### config.mk
export PLATFORM = sky130hd
export DESIGN_NAME = sc_step_compare_top
export DESIGN_NICKNAME = d
export VERILOG_FILES = /design/src/source/sc_pkg.sv /design/src/source/sc_retire_compare.sv /design/src/source/sc_retire_fifo.sv /design/src/source/sc_step_compare_top.sv /design/src/source/sc_step_sched.sv
export VERILOG_INCLUDE_DIRS = /design/src /design/src/include
export SDC_FILE = /design/constraint.sdc
export NUM_CORES = 1
export LEC_CHECK = 0
export ABC_AREA = 1
export BUFFER_PORTS_ARGS = -buffer_cell sky130_fd_sc_hd__buf_2
export CAP_MARGIN = 20
export CORE_MARGIN = 4
export CORE_UTILIZATION = 59
export CTS_CLUSTER_DIAMETER = 80
export DETAILED_ROUTE_END_ITERATION = 16
export GPL_TIMING_DRIVEN = 0
export PLACE_DENSITY = 0.79
export SLEW_MARGIN = 5
export SYNTH_ARGS = -nofsm -noshare
export SYNTH_HDL_FRONTEND = slang
export SYNTH_SLANG_ARGS = --single-unit
### constraint.sdc
create_clock -name clknrst_if -period 2.73 [get_ports clknrst_if]
set_input_delay 0.273 -clock clknrst_if [delete_from_list [all_inputs] [get_ports clknrst_if]]
set_output_delay 0.273 -clock clknrst_if [all_outputs]
set_load 0.005 [all_outputs]
### src/include/sc_macros.svh
// Width, depth and counter size macros for the lockstep retirement checker
`ifndef SC_MACROS_SVH
`define SC_MACROS_SVH

// PC and write data width, the design assumes RV32
`define SC_XLEN 32

// Entries per retirement FIFO, also the credits each producer starts with
`define SC_FIFO_DEPTH 4

// Credit and fill counters must reach SC_FIFO_DEPTH itself
`define SC_CREDIT_W ($clog2(`SC_FIFO_DEPTH) + 1)

// Compared-instruction and exception counters
`define SC_CNT_W 16

`endif

### src/source/sc_pkg.sv
// Scheduler state and mismatch kind types shared by the checker and its testbench
package sc_pkg;

   // Step scheduler states
   typedef enum logic [2:0] {
      IDLE     = 3'd0,
      STEP_DUT = 3'd1,
      STEP_REF = 3'd2,
      COMPARE  = 3'd3,
      HALT     = 3'd4
   } sc_state_e;

   // First failing field, in compare priority order
   typedef enum logic [2:0] {
      MIS_NONE  = 3'd0,
      MIS_PC    = 3'd1,
      MIS_WE    = 3'd2,
      MIS_RD    = 3'd3,
      MIS_WDATA = 3'd4
   } sc_mis_kind_e;

endpackage

### src/source/sc_retire_compare.sv
// Two-stage retirement field compare with sticky first mismatch and pair counter
`timescale 1ns/1ps
`include "sc_macros.svh"

module sc_retire_compare (
   input  logic                 clknrst_if,
   input  logic                 rst_n_i,
   input  logic                 pair_valid_i,
   input  logic [`SC_XLEN-1:0]  dut_pc_i,
   input  logic                 dut_we_i,
   input  logic [4:0]           dut_rd_i,
   input  logic [`SC_XLEN-1:0]  dut_wdata_i,
   input  logic [`SC_XLEN-1:0]  ref_pc_i,
   input  logic                 ref_we_i,
   input  logic [4:0]           ref_rd_i,
   input  logic [`SC_XLEN-1:0]  ref_wdata_i,
   output logic                 mismatch_o,
   output logic                 cmp_valid_o,
   output logic [`SC_CNT_W-1:0] cmp_cnt_o,
   output logic                 mis_valid_o,
   output sc_pkg::sc_mis_kind_e mis_kind_o,
   output logic [`SC_XLEN-1:0]  mis_pc_o,
   output logic [`SC_XLEN-1:0]  mis_exp_o,
   output logic [`SC_XLEN-1:0]  mis_act_o
);

   import sc_pkg::*;

   logic                 both_we;
   // Stage 1 match flags and the fields needed for reporting
   logic                 s1_valid_q;
   logic                 s1_pc_mis_q;
   logic                 s1_we_mis_q;
   logic                 s1_rd_mis_q;
   logic                 s1_wd_mis_q;
   logic [`SC_XLEN-1:0]  s1_ref_pc_q;
   logic [`SC_XLEN-1:0]  s1_dut_pc_q;
   logic                 s1_ref_we_q;
   logic                 s1_dut_we_q;
   logic [4:0]           s1_ref_rd_q;
   logic [4:0]           s1_dut_rd_q;
   logic [`SC_XLEN-1:0]  s1_ref_wd_q;
   logic [`SC_XLEN-1:0]  s1_dut_wd_q;
   // Stage 2 decision
   sc_mis_kind_e         kind_d;
   logic [`SC_XLEN-1:0]  exp_d;
   logic [`SC_XLEN-1:0]  act_d;
   logic                 first_mis;
   // Result and sticky record
   logic                 cmp_valid_q;
   logic                 mismatch_q;
   logic [`SC_CNT_W-1:0] cmp_cnt_q;
   logic                 mis_valid_q;
   sc_mis_kind_e         mis_kind_q;
   logic [`SC_XLEN-1:0]  mis_pc_q;
   logic [`SC_XLEN-1:0]  mis_exp_q;
   logic [`SC_XLEN-1:0]  mis_act_q;

   // Register and data only matter when both sides write
   assign both_we = dut_we_i && ref_we_i;

   always_ff @(posedge clknrst_if or negedge rst_n_i) begin
      if (!rst_n_i) begin
         s1_valid_q <= 1'b0;
      end else begin
         s1_valid_q <= pair_valid_i;
      end
   end

   always_ff @(posedge clknrst_if) begin
      s1_pc_mis_q <= (dut_pc_i != ref_pc_i);
      s1_we_mis_q <= (dut_we_i != ref_we_i);
      s1_rd_mis_q <= both_we && (dut_rd_i != ref_rd_i);
      // Data written to x0 is discarded by the core
      s1_wd_mis_q <= both_we && (ref_rd_i != 5'd0) && (dut_wdata_i != ref_wdata_i);
      s1_ref_pc_q <= ref_pc_i;
      s1_dut_pc_q <= dut_pc_i;
      s1_ref_we_q <= ref_we_i;
      s1_dut_we_q <= dut_we_i;
      s1_ref_rd_q <= ref_rd_i;
      s1_dut_rd_q <= dut_rd_i;
      s1_ref_wd_q <= ref_wdata_i;
      s1_dut_wd_q <= dut_wdata_i;
   end

   // Priority PC, write-enable, register, data
   // Expected values come from the reference side and actual values from the core under test
   always_comb begin
      kind_d = MIS_NONE;
      exp_d  = '0;
      act_d  = '0;
      if (s1_pc_mis_q) begin
         kind_d = MIS_PC;
         exp_d  = s1_ref_pc_q;
         act_d  = s1_dut_pc_q;
      end else if (s1_we_mis_q) begin
         kind_d = MIS_WE;
         exp_d  = {{(`SC_XLEN-1){1'b0}}, s1_ref_we_q};
         act_d  = {{(`SC_XLEN-1){1'b0}}, s1_dut_we_q};
      end else if (s1_rd_mis_q) begin
         kind_d = MIS_RD;
         exp_d  = {{(`SC_XLEN-5){1'b0}}, s1_ref_rd_q};
         act_d  = {{(`SC_XLEN-5){1'b0}}, s1_dut_rd_q};
      end else if (s1_wd_mis_q) begin
         kind_d = MIS_WDATA;
         exp_d  = s1_ref_wd_q;
         act_d  = s1_dut_wd_q;
      end
   end

   // Only the first failing pair is recorded
   assign first_mis = s1_valid_q && (kind_d != MIS_NONE) && !mis_valid_q;

   always_ff @(posedge clknrst_if or negedge rst_n_i) begin
      if (!rst_n_i) begin
         cmp_valid_q <= 1'b0;
         mismatch_q  <= 1'b0;
         cmp_cnt_q   <= '0;
         mis_valid_q <= 1'b0;
         mis_kind_q  <= MIS_NONE;
         mis_pc_q    <= '0;
         mis_exp_q   <= '0;
         mis_act_q   <= '0;
      end else begin
         cmp_valid_q <= s1_valid_q;
         mismatch_q  <= first_mis;
         if (s1_valid_q) begin
            cmp_cnt_q <= cmp_cnt_q + 1'b1;
         end
         if (first_mis) begin
            mis_valid_q <= 1'b1;
            mis_kind_q  <= kind_d;
            mis_pc_q    <= s1_ref_pc_q;
            mis_exp_q   <= exp_d;
            mis_act_q   <= act_d;
         end
      end
   end

   assign mismatch_o  = mismatch_q;
   assign cmp_valid_o = cmp_valid_q;
   assign cmp_cnt_o   = cmp_cnt_q;
   assign mis_valid_o = mis_valid_q;
   assign mis_kind_o  = mis_kind_q;
   assign mis_pc_o    = mis_pc_q;
   assign mis_exp_o   = mis_exp_q;
   assign mis_act_o   = mis_act_q;

   // Scheduler has halted once a mismatch is on record, so no new pair arrives
   a_no_pair_after_mis: assert property (
      @(posedge clknrst_if) disable iff (!rst_n_i) mis_valid_o |-> !pair_valid_i);

endmodule

### src/source/sc_retire_fifo.sv
// Retirement record FIFO that returns one credit to its producer per pop
`timescale 1ns/1ps
`include "sc_macros.svh"

module sc_retire_fifo (
   input  logic                clknrst_if,
   input  logic                rst_n_i,
   input  logic                push_i,
   input  logic [`SC_XLEN-1:0] pc_i,
   input  logic                we_i,
   input  logic [4:0]          rd_i,
   input  logic [`SC_XLEN-1:0] wdata_i,
   input  logic                exc_i,
   input  logic                pop_i,
   output logic                not_empty_o,
   output logic [`SC_XLEN-1:0] head_pc_o,
   output logic                head_we_o,
   output logic [4:0]          head_rd_o,
   output logic [`SC_XLEN-1:0] head_wdata_o,
   output logic                head_exc_o,
   output logic                credit_o
);

   localparam int PTR_W = $clog2(`SC_FIFO_DEPTH);
   // Record layout is {pc, we, rd, wdata, exc}
   localparam int REC_W = 2 * `SC_XLEN + 7;
   localparam logic [`SC_CREDIT_W-1:0] FULL_CNT = `SC_FIFO_DEPTH;

   logic [REC_W-1:0]        mem [`SC_FIFO_DEPTH];
   logic [PTR_W-1:0]        wr_ptr_q;
   logic [PTR_W-1:0]        rd_ptr_q;
   logic [`SC_CREDIT_W-1:0] count_q;
   logic                    credit_q;

   // Storage, written on push only
   always_ff @(posedge clknrst_if) begin
      if (push_i) begin
         mem[wr_ptr_q] <= {pc_i, we_i, rd_i, wdata_i, exc_i};
      end
   end

   // Pointers wrap on their own since the depth is a power of two
   always_ff @(posedge clknrst_if or negedge rst_n_i) begin
      if (!rst_n_i) begin
         wr_ptr_q <= '0;
         rd_ptr_q <= '0;
         count_q  <= '0;
         credit_q <= 1'b0;
      end else begin
         if (push_i) begin
            wr_ptr_q <= wr_ptr_q + 1'b1;
         end
         if (pop_i) begin
            rd_ptr_q <= rd_ptr_q + 1'b1;
         end
         case ({push_i, pop_i})
            2'b10:   count_q <= count_q + 1'b1;
            2'b01:   count_q <= count_q - 1'b1;
            default: count_q <= count_q;
         endcase
         // Credit goes back one cycle after the record leaves
         credit_q <= pop_i;
      end
   end

   assign not_empty_o = (count_q != '0);
   assign {head_pc_o, head_we_o, head_rd_o, head_wdata_o, head_exc_o} = mem[rd_ptr_q];
   assign credit_o    = credit_q;

   // Producer broke the credit rule
   a_no_push_full: assert property (
      @(posedge clknrst_if) disable iff (!rst_n_i) push_i |-> (count_q != FULL_CNT));

   // Scheduler popped a record that was never pushed
   a_no_pop_empty: assert property (
      @(posedge clknrst_if) disable iff (!rst_n_i) pop_i |-> not_empty_o);

endmodule

### src/source/sc_step_compare_top.sv
// Lockstep retirement checker top with two record FIFOs, the step scheduler and the comparator
`timescale 1ns/1ps
`include "sc_macros.svh"

module sc_step_compare_top (
   input  logic                 clknrst_if,
   input  logic                 rst_n_i,
   // Core under test retirement stream
   input  logic                 dut_valid_i,
   input  logic [`SC_XLEN-1:0]  dut_pc_i,
   input  logic                 dut_we_i,
   input  logic [4:0]           dut_rd_i,
   input  logic [`SC_XLEN-1:0]  dut_wdata_i,
   input  logic                 dut_exc_i,
   // Reference model retirement stream
   input  logic                 ref_valid_i,
   input  logic [`SC_XLEN-1:0]  ref_pc_i,
   input  logic                 ref_we_i,
   input  logic [4:0]           ref_rd_i,
   input  logic [`SC_XLEN-1:0]  ref_wdata_i,
   input  logic                 ref_exc_i,
   output logic                 dut_credit_o,
   output logic                 ref_credit_o,
   output logic                 dut_step_o,
   output logic                 ref_step_o,
   output logic                 halt_o,
   output logic                 cmp_valid_o,
   output logic [`SC_CNT_W-1:0] cmp_cnt_o,
   output logic [`SC_CNT_W-1:0] dut_exc_cnt_o,
   output logic [`SC_CNT_W-1:0] ref_exc_cnt_o,
   output logic                 mis_valid_o,
   output sc_pkg::sc_mis_kind_e mis_kind_o,
   output logic [`SC_XLEN-1:0]  mis_pc_o,
   output logic [`SC_XLEN-1:0]  mis_exp_o,
   output logic [`SC_XLEN-1:0]  mis_act_o
);

   // FIFO heads toward scheduler and comparator
   logic                dut_not_empty;
   logic [`SC_XLEN-1:0] dut_head_pc;
   logic                dut_head_we;
   logic [4:0]          dut_head_rd;
   logic [`SC_XLEN-1:0] dut_head_wdata;
   logic                dut_head_exc;
   logic                dut_pop;
   logic                ref_not_empty;
   logic [`SC_XLEN-1:0] ref_head_pc;
   logic                ref_head_we;
   logic [4:0]          ref_head_rd;
   logic [`SC_XLEN-1:0] ref_head_wdata;
   logic                ref_head_exc;
   logic                ref_pop;
   // Scheduler and comparator handshake
   logic                pair_valid;
   logic                mismatch;

   sc_retire_fifo i_dut_fifo (
      .clknrst_if   (clknrst_if),
      .rst_n_i      (rst_n_i),
      .push_i       (dut_valid_i),
      .pc_i         (dut_pc_i),
      .we_i         (dut_we_i),
      .rd_i         (dut_rd_i),
      .wdata_i      (dut_wdata_i),
      .exc_i        (dut_exc_i),
      .pop_i        (dut_pop),
      .not_empty_o  (dut_not_empty),
      .head_pc_o    (dut_head_pc),
      .head_we_o    (dut_head_we),
      .head_rd_o    (dut_head_rd),
      .head_wdata_o (dut_head_wdata),
      .head_exc_o   (dut_head_exc),
      .credit_o     (dut_credit_o)
   );

   sc_retire_fifo i_ref_fifo (
      .clknrst_if   (clknrst_if),
      .rst_n_i      (rst_n_i),
      .push_i       (ref_valid_i),
      .pc_i         (ref_pc_i),
      .we_i         (ref_we_i),
      .rd_i         (ref_rd_i),
      .wdata_i      (ref_wdata_i),
      .exc_i        (ref_exc_i),
      .pop_i        (ref_pop),
      .not_empty_o  (ref_not_empty),
      .head_pc_o    (ref_head_pc),
      .head_we_o    (ref_head_we),
      .head_rd_o    (ref_head_rd),
      .head_wdata_o (ref_head_wdata),
      .head_exc_o   (ref_head_exc),
      .credit_o     (ref_credit_o)
   );

   sc_step_sched i_sched (
      .clknrst_if      (clknrst_if),
      .rst_n_i         (rst_n_i),
      .dut_not_empty_i (dut_not_empty),
      .dut_exc_i       (dut_head_exc),
      .ref_not_empty_i (ref_not_empty),
      .ref_exc_i       (ref_head_exc),
      .mismatch_i      (mismatch),
      .dut_pop_o       (dut_pop),
      .ref_pop_o       (ref_pop),
      .pair_valid_o    (pair_valid),
      .dut_step_o      (dut_step_o),
      .ref_step_o      (ref_step_o),
      .halt_o          (halt_o),
      .dut_exc_cnt_o   (dut_exc_cnt_o),
      .ref_exc_cnt_o   (ref_exc_cnt_o)
   );

   sc_retire_compare i_cmp (
      .clknrst_if   (clknrst_if),
      .rst_n_i      (rst_n_i),
      .pair_valid_i (pair_valid),
      .dut_pc_i     (dut_head_pc),
      .dut_we_i     (dut_head_we),
      .dut_rd_i     (dut_head_rd),
      .dut_wdata_i  (dut_head_wdata),
      .ref_pc_i     (ref_head_pc),
      .ref_we_i     (ref_head_we),
      .ref_rd_i     (ref_head_rd),
      .ref_wdata_i  (ref_head_wdata),
      .mismatch_o   (mismatch),
      .cmp_valid_o  (cmp_valid_o),
      .cmp_cnt_o    (cmp_cnt_o),
      .mis_valid_o  (mis_valid_o),
      .mis_kind_o   (mis_kind_o),
      .mis_pc_o     (mis_pc_o),
      .mis_exp_o    (mis_exp_o),
      .mis_act_o    (mis_act_o)
   );

endmodule

### src/source/sc_step_sched.sv
// Step scheduler FSM that drops exceptions, pops record pairs and halts on mismatch
`timescale 1ns/1ps
`include "sc_macros.svh"

module sc_step_sched (
   input  logic                 clknrst_if,
   input  logic                 rst_n_i,
   input  logic                 dut_not_empty_i,
   input  logic                 dut_exc_i,
   input  logic                 ref_not_empty_i,
   input  logic                 ref_exc_i,
   input  logic                 mismatch_i,
   output logic                 dut_pop_o,
   output logic                 ref_pop_o,
   output logic                 pair_valid_o,
   output logic                 dut_step_o,
   output logic                 ref_step_o,
   output logic                 halt_o,
   output logic [`SC_CNT_W-1:0] dut_exc_cnt_o,
   output logic [`SC_CNT_W-1:0] ref_exc_cnt_o
);

   import sc_pkg::*;

   sc_state_e            state_q;
   sc_state_e            state_d;
   logic                 dut_drop;
   logic                 ref_drop;
   logic [`SC_CNT_W-1:0] dut_exc_cnt_q;
   logic [`SC_CNT_W-1:0] ref_exc_cnt_q;

   // Exception at the head of the stream being stepped is popped in place
   assign dut_drop = (state_q == STEP_DUT) && dut_not_empty_i && dut_exc_i;
   assign ref_drop = (state_q == STEP_REF) && ref_not_empty_i && ref_exc_i;

   always_comb begin
      state_d = state_q;
      case (state_q)
         IDLE: begin
            state_d = STEP_DUT;
         end
         // Wait for a normal DUT retirement, it stays at the head
         STEP_DUT: begin
            if (dut_not_empty_i && !dut_exc_i) begin
               state_d = STEP_REF;
            end
         end
         // Same for the reference side
         STEP_REF: begin
            if (ref_not_empty_i && !ref_exc_i) begin
               state_d = COMPARE;
            end
         end
         COMPARE: begin
            state_d = STEP_DUT;
         end
         default: begin
            state_d = HALT;
         end
      endcase
      // Any mismatch stops stepping until reset
      if (mismatch_i) begin
         state_d = HALT;
      end
   end

   always_ff @(posedge clknrst_if or negedge rst_n_i) begin
      if (!rst_n_i) begin
         state_q       <= IDLE;
         dut_exc_cnt_q <= '0;
         ref_exc_cnt_q <= '0;
      end else begin
         state_q <= state_d;
         if (dut_drop) begin
            dut_exc_cnt_q <= dut_exc_cnt_q + 1'b1;
         end
         if (ref_drop) begin
            ref_exc_cnt_q <= ref_exc_cnt_q + 1'b1;
         end
      end
   end

   // COMPARE retires both heads at once
   assign pair_valid_o  = (state_q == COMPARE);
   assign dut_pop_o     = dut_drop || pair_valid_o;
   assign ref_pop_o     = ref_drop || pair_valid_o;

   assign dut_step_o    = (state_q == STEP_DUT);
   assign ref_step_o    = (state_q == STEP_REF);
   assign halt_o        = (state_q == HALT);
   assign dut_exc_cnt_o = dut_exc_cnt_q;
   assign ref_exc_cnt_o = ref_exc_cnt_q;

   // A pair is only formed from two records already held in the FIFOs
   a_pair_has_heads: assert property (
      @(posedge clknrst_if) disable iff (!rst_n_i)
      pair_valid_o |-> (dut_not_empty_i && ref_not_empty_i));

endmodule

[Word level (Yosys, flattened, before mapping)]
Memories as Yosys holds them, arrays and structs flattened.
Index checks and enable logic that the tools add are counted.
Word-level totals
  memories kept: 2
  bits in registers: 314
  RAM bits: 568
  input bits: 146
Memory list
  i_dut_fifo.mem: depth 4, width 71, rd ports 1, clocked after Yosys merged registers in 0, wr ports 1, RTL line sc_retire_fifo.sv:29  | logic [REC_W-1:0] mem [`SC_FIFO_DEPTH];
  i_ref_fifo.mem: depth 4, width 71, rd ports 1, clocked after Yosys merged registers in 0, wr ports 1, RTL line sc_retire_fifo.sv:29
Operators by class
  equality and inequality tests: 14
  mux-type cells: 22
  reductions and logical operators: 26
  $add $sub $neg: 11
Operator list (count)
  32-bit two-way mux: 8
  32-bit inequality test: 2
  16-bit by 1-bit adder with 16-bit output (second input constant): 3
  3-bit two-way mux: 7
  1-bit logical AND: 12
  3-bit one-hot mux with 2 select lines: 2
  3-bit one-hot mux with 3 select lines: 1
  3-bit nonzero test: 3
  2-bit by 1-bit adder with 2-bit output (second input constant): 4
  3-bit by 1-bit adder with 3-bit output (second input constant): 2
  3-bit by 2-bit equality test with 1-bit output (second input constant): 2
  3-bit by 1-bit inequality test with 1-bit output (second input constant): 2
  3-bit by 1-bit subtractor with 3-bit output (second input constant): 2
  5-bit inequality test: 1
  5-bit nonzero test: 1
  2-bit by 1-bit equality test with 1-bit output (second input constant): 2
  2-bit equality test (second input constant): 2
  1-bit two-way mux: 4
  2-bit nonzero test: 2
  3-bit by 1-bit equality test with 1-bit output (second input constant): 1
  3-bit equality test (second input constant): 1
  1-bit logical NOT: 3
  3-bit logical NOT: 1
  1-bit logical OR: 2
  other kinds (3): 3

[Logic depth before layout (Yosys ltp)]
  word-level depth: 7
  mapped depth: 16
  gate-level depth less buffers: 14

[Cells and area by module]
A second synthesis with hierarchy kept.
Unflattened totals
  cells, all modules: 2984
  area total of the unflattened synthesis: 35746.8 sq um
Modules (own cells, without submodules)
  sc_retire_fifo: instances 2, area an instance 12320.6 sq um, cells an instance 877
  sc_retire_compare: instances 1, area an instance 9178.8 sq um, cells an instance 981
  sc_step_sched: instances 1, area an instance 1926.8 sq um, cells an instance 249

[Least setup slack after synthesis]
No wires, ideal clock.
  kind: reg2reg
  from: register i_dut_fifo.wr_ptr_q[0]
  to: memory i_dut_fifo.mem[2][0] (netlist bit) (enable)
  buffers on the path: 0
  stages on the path, launching flop included: 5
  setup time: 425 ps
  period minus slack after synthesis: 2484 ps
  setup slack: 246 ps
  data required time: 2305 ps
  data arrival time: 2059 ps
  cells stage by stage: dfrtp_1 -> inv_1 -> ha_1 -> nand2_1 -> inv_1
RTL lines
  start: declaration: RTL line sc_retire_fifo.sv:30  | logic [PTR_W-1:0] wr_ptr_q;
  start signal: assignment: RTL line sc_retire_fifo.sv:51  | wr_ptr_q <= wr_ptr_q + 1'b1;
  end: declaration: RTL line sc_retire_fifo.sv:29
Straight into the memory's write port.

[Worst setup path in the final report]
  from: register i_ref_fifo.rd_ptr_q[1]
  to: register i_cmp.s1_pc_mis_q
Between the ends
  longest elaborated chain between the ends: 2
Ends and longest elaborated chain
  start: declaration: RTL line sc_retire_fifo.sv:31  | logic [PTR_W-1:0] rd_ptr_q;
  start signal: assignment: RTL line sc_retire_fifo.sv:54  | rd_ptr_q <= rd_ptr_q + 1'b1;
  memory read 4 x 71 bit
  32-bit inequality test: RTL line sc_retire_compare.sv:71  | s1_pc_mis_q <= (dut_pc_i != ref_pc_i);
  end signal: assignment: RTL line sc_retire_compare.sv:71
  end: declaration: RTL line sc_retire_compare.sv:32  | logic s1_pc_mis_q;
Every way passes these cells.
A chain may end at the register's enable or synchronous reset.

==> impl_metrics.json <==
{
  "final_util": 0.717,
  "async_reset_ff_frac": 0.193,
  "p_int_mw": 29.5,
  "slowest_stage": "mux2i_2",
  "cp_slowest_stage_delay_ns": 0.65,
  "area_delta_synth_final_pct": 20.5,
  "crit_path_start_kind": "flip-flop",
  "synth_area_sq_mm": 0.0343,
  "synthXorXnorAreaFrac": 0.0212,
  "period_share": 0.998,
  "synth_edf_count": 568,
  "leakagePower_nw": 18.3,
  "hpwl_mm": 68.9,
  "outcome": "complete, no violations",
  "start_util": 0.595,
  "fin_skew_ns": 0.0297,
  "grt_pass1_vias": 24100,
  "cts_tree": "built",
  "die_w_um": 249,
  "synth_top_flop_cell": "edfxtp_1",
  "setup_tns_ns": 0,
  "numClockSinks": 882,
  "vias_per_cell": 5.62,
  "yosysUniqueCellTypes": 42,
  "p_sw_mw": 18.1,
  "relSlewSlack": 0.345,
  "grt_pass1_wl_mm": 146,
  "drt-pass1-iter-count": 5,
  "final-hold-violation-count": 0,
  "setup_viol": 0,
  "synth_top_family_by_area": "simple AND/OR/NAND/NOR gates",
  "clock_latency_ns": 0.63,
  "drc": 0,
  "worst-setup-path-type": "reg -> reg",
  "gp_congestion": 0.943,
  "min_path_type": "in -> reg",
  "post-route-min-period_ns": 2.72,
  "worstPathMaxFanout": 10,
  "power_density_mw_per_mm2": 1150,
  "die_area_sq_mm": 0.0620,
  "cts.path.max_buffers": 3,
  "power.share.combinational": 0.345,
  "cp_data_arrival_time_ns": 3.22,
  "numCtsBuffers": 86,
  "required_ns": 3.23,
  "synth_adder_area_share": 0.00628,
  "postRouteAntennaNets": 0,
  "netlist.top_cell.by_area": "edfxtp_1",
  "rows": 88,
  "power_frac_seq": 0.408,
  "vias": 25400,
  "portBuffers": 297,
  "yosysSeqAreaShare": 0.706,
  "worst_pin_slew_ns": 0.983,
  "muxShareOfSynthArea": 0.00584,
  "met3_usage": 0.0724,
  "total_power_mw": 47.6,
  "crit_path_end_kind": "flip-flop",
  "drt_wl_total_mm": 99.5,
  "synth_most_common_cell": "nand2_1",
  "crit_top_cell": "nand2_1",
  "p_clk_frac": 0.247,
  "drtIter0Drc": 3130,
  "fin_nets": 3830,
  "maxSlewViolCount": 0,
  "htree_levels": 3,
  "fmax_mhz": 367,
  "core_sq_mm": 0.0576,
  "track_usage": 0.312,
  "grt_max_degree": 109,
  "synth_nets": 3291,
  "overflow": 0,
  "cpLargestDelayFamily": "buffers and inverters",
  "top_usage_layer": "met2",
  "cap_violations": 0,
  "wl_per_cell_um": 22.1,
  "clk_pin_slew_ns": 0.06,
  "ys_warn_count": 0,
  "critPathBufInv": 3,
  "drive_above_1_share": 0.156,
  "synth-compound-area-share": 0.0189,
  "use_met2": 0.499,
  "synth_area_leaders": "edfxtp_1 (50%), nand2_1 (14%), dfrtp_1 (12%), dfxtp_1 (8.4%), nand3_1 (4.6%)",
  "syn_inst": 3129,
  "max-vdd-ir-drop_v": 0.000588,
  "synth_common_cells": "nand2_1 (1,237), edfxtp_1 (568), nand3_1 (314)",
  "swShare": 0.380,
  "yosys.area_share.simple": 0.200,
  "yosysTopAreaCellShare": 0.498,
  "avgSynthCellArea_sq_um": 11.0,
  "cts_root_buffer": "clkbuf_16",
  "ys_seq_elements": 882,
  "use_met1": 0.397,
  "boundaryPins": 300,
  "die_h_um": 249,
  "worstPathCellList": "clkbuf_2 > buf_4 > buf_2 > mux2i_2 > xnor2_1 > nand2_1 > nor2_1 > nand2_1 > nor2_1 > nand2_1",
  "antenna_found_initial": 9
}
-- worst min-delay path, cell delays in order --
cell and delay, ns:
clkbuf_1 0.17, nand2_1 0.09, o21ai_0 0.06
-- power groups by stage --
stage               clock network [mW]  registers (mW)  logic, mW
floorplan                            0            19.3       9.07
global placement                     0            19.7       15.0
detailed placement                   0            19.6       15.6
CTS                               11.8            19.4       15.9
global route                      12.3            19.6       17.6
finish                            11.7            19.4       16.4
-- through the flow --
| stage | cells | hold WS, ns | area [sq um] | setup slack, ns |
|---|---|---|---|---|
| 4_1_cts | 4500 | 0.0109 | 41200 | 0.0128 |
| 6_report | 4510 | 0.0298 | 41300 | 0.00636 |
| 2_1_floorplan | 3129 | -0.0226 | 34300 | 0.246 |
| 5_1_grt | 4507 | 0.0481 | 41300 | -0.0186 |
| 3_3_place_gp | 4191 | 0.352 | 36700 | -1.45 |
| 3_5_place_dp | 4200 | 0.248 | 37000 | -0.158 |
-- final cells by class --
cell class / count / area [sq um]
Antenna cell: 8 / 20.0
Buffer: 139 / 707
Clock buffer: 122 / 2550
Clock inverter: 35 / 268
Fill cell: 3762 / 16300
Inverter: 200 / 774
Multi-Input combinational cell: 1908 / 8660
Sequential cell: 882 / 24200
Tap cell: 765 / 957
Timing Repair Buffer: 451 / 3180
-- cell usage in the layout (no fill, tap or decap), types with 4 or more instances in the layout --
cell type	netlist	layout
a21oi_1	15	15
and2_1	19	19
buf_16	0	7
buf_2	79	372
buf_4	9	12
buf_6	5	6
clkbuf_1	42	57
clkbuf_16	0	93
clkbuf_2	1	4
clkbuf_8	0	11
clkinv_2	1	20
dfrtp_1	170	169
dfxtp_1	144	144
diode_2	0	8
dlygate4sd3_1	0	143
edfxtp_1	568	568
ha_1	14	14
inv_1	181	173
inv_2	17	17
inv_4	1	12
mux2i_1	20	17
nand2_1	1237	1233
nand2_2	1	4
nand3_1	314	314
nand4_1	17	17
nor2_1	76	76
nor3_1	8	8
o211ai_1	31	31
o21a_1	4	4
o21ai_0	46	46
o22ai_1	4	4
xnor2_1	38	38
xor2_1	45	45
-- final timing paths --
path / end / cells past startpoint / startpoint / slack [ns]
worst max-delay path: i_cmp.s1_pc_mis_q$_DFF_P_ / 10 / i_ref_fifo.rd_ptr_q[1]$_DFFE_PN0N_ / 0.006
worst min-delay path: i_ref_fifo.wr_ptr_q[1]$_DFFE_PN0P_ / 3 / ref_valid_i / 0.03
worst max register to register: i_cmp.s1_pc_mis_q$_DFF_P_ / 10 / i_ref_fifo.rd_ptr_q[1]$_DFFE_PN0N_ / 0.006
worst min register to register: i_cmp.cmp_valid_o$_DFF_PN0_ / 0 / i_cmp.s1_valid_q$_DFF_PN0_ / 0.37
max in group asynchronous: i_cmp.mis_act_o[16]$_DFFE_PN0P_ / 3 / rst_n_i / 1.63
min in group asynchronous: i_dut_fifo.count_q[1]$_DFFE_PN0P_ / 2 / rst_n_i / 0.18
-- cells by family after synthesis --
logic type                 after synthesis
muxes                                   20
DFF                                    882
adders and majority gates               16
buffers and inverters                  339
and+or+nand+nor                       1681
AOI/OAI and AO/OA                      108
xor gates and xnor gates                83
-- layer usage --
layer  up-vias  part of all wire
met5         -           0.00026
met2      1567              0.47
met4         4             0.064
li1      11400                 -
met1     12100              0.36
met3       283              0.11
-- sequential cells by signal, indices dropped and copies added (netlist names), 32 cells and up --
signal,count
i_dut_fifo.mem,284
i_cmp.s1_dut_wd_q,32
i_cmp.s1_ref_wd_q,32
i_cmp.mis_exp_o,32
i_ref_fifo.mem,284
i_cmp.s1_ref_pc_q,32
i_cmp.mis_act_o,32
i_cmp.s1_dut_pc_q,32
i_cmp.mis_pc_o,32
-- what timing repair did --
item                                    in CTS  in global routing
pin swaps                                    0                  1
setup buffers                                0                  2
gates resized for setup                      4                 15
hold endpoints to repair                   630                  0
hold buffers                               143                  0
endpoints found under the setup margin       2                  4
(Power assumes the default switching activity.)
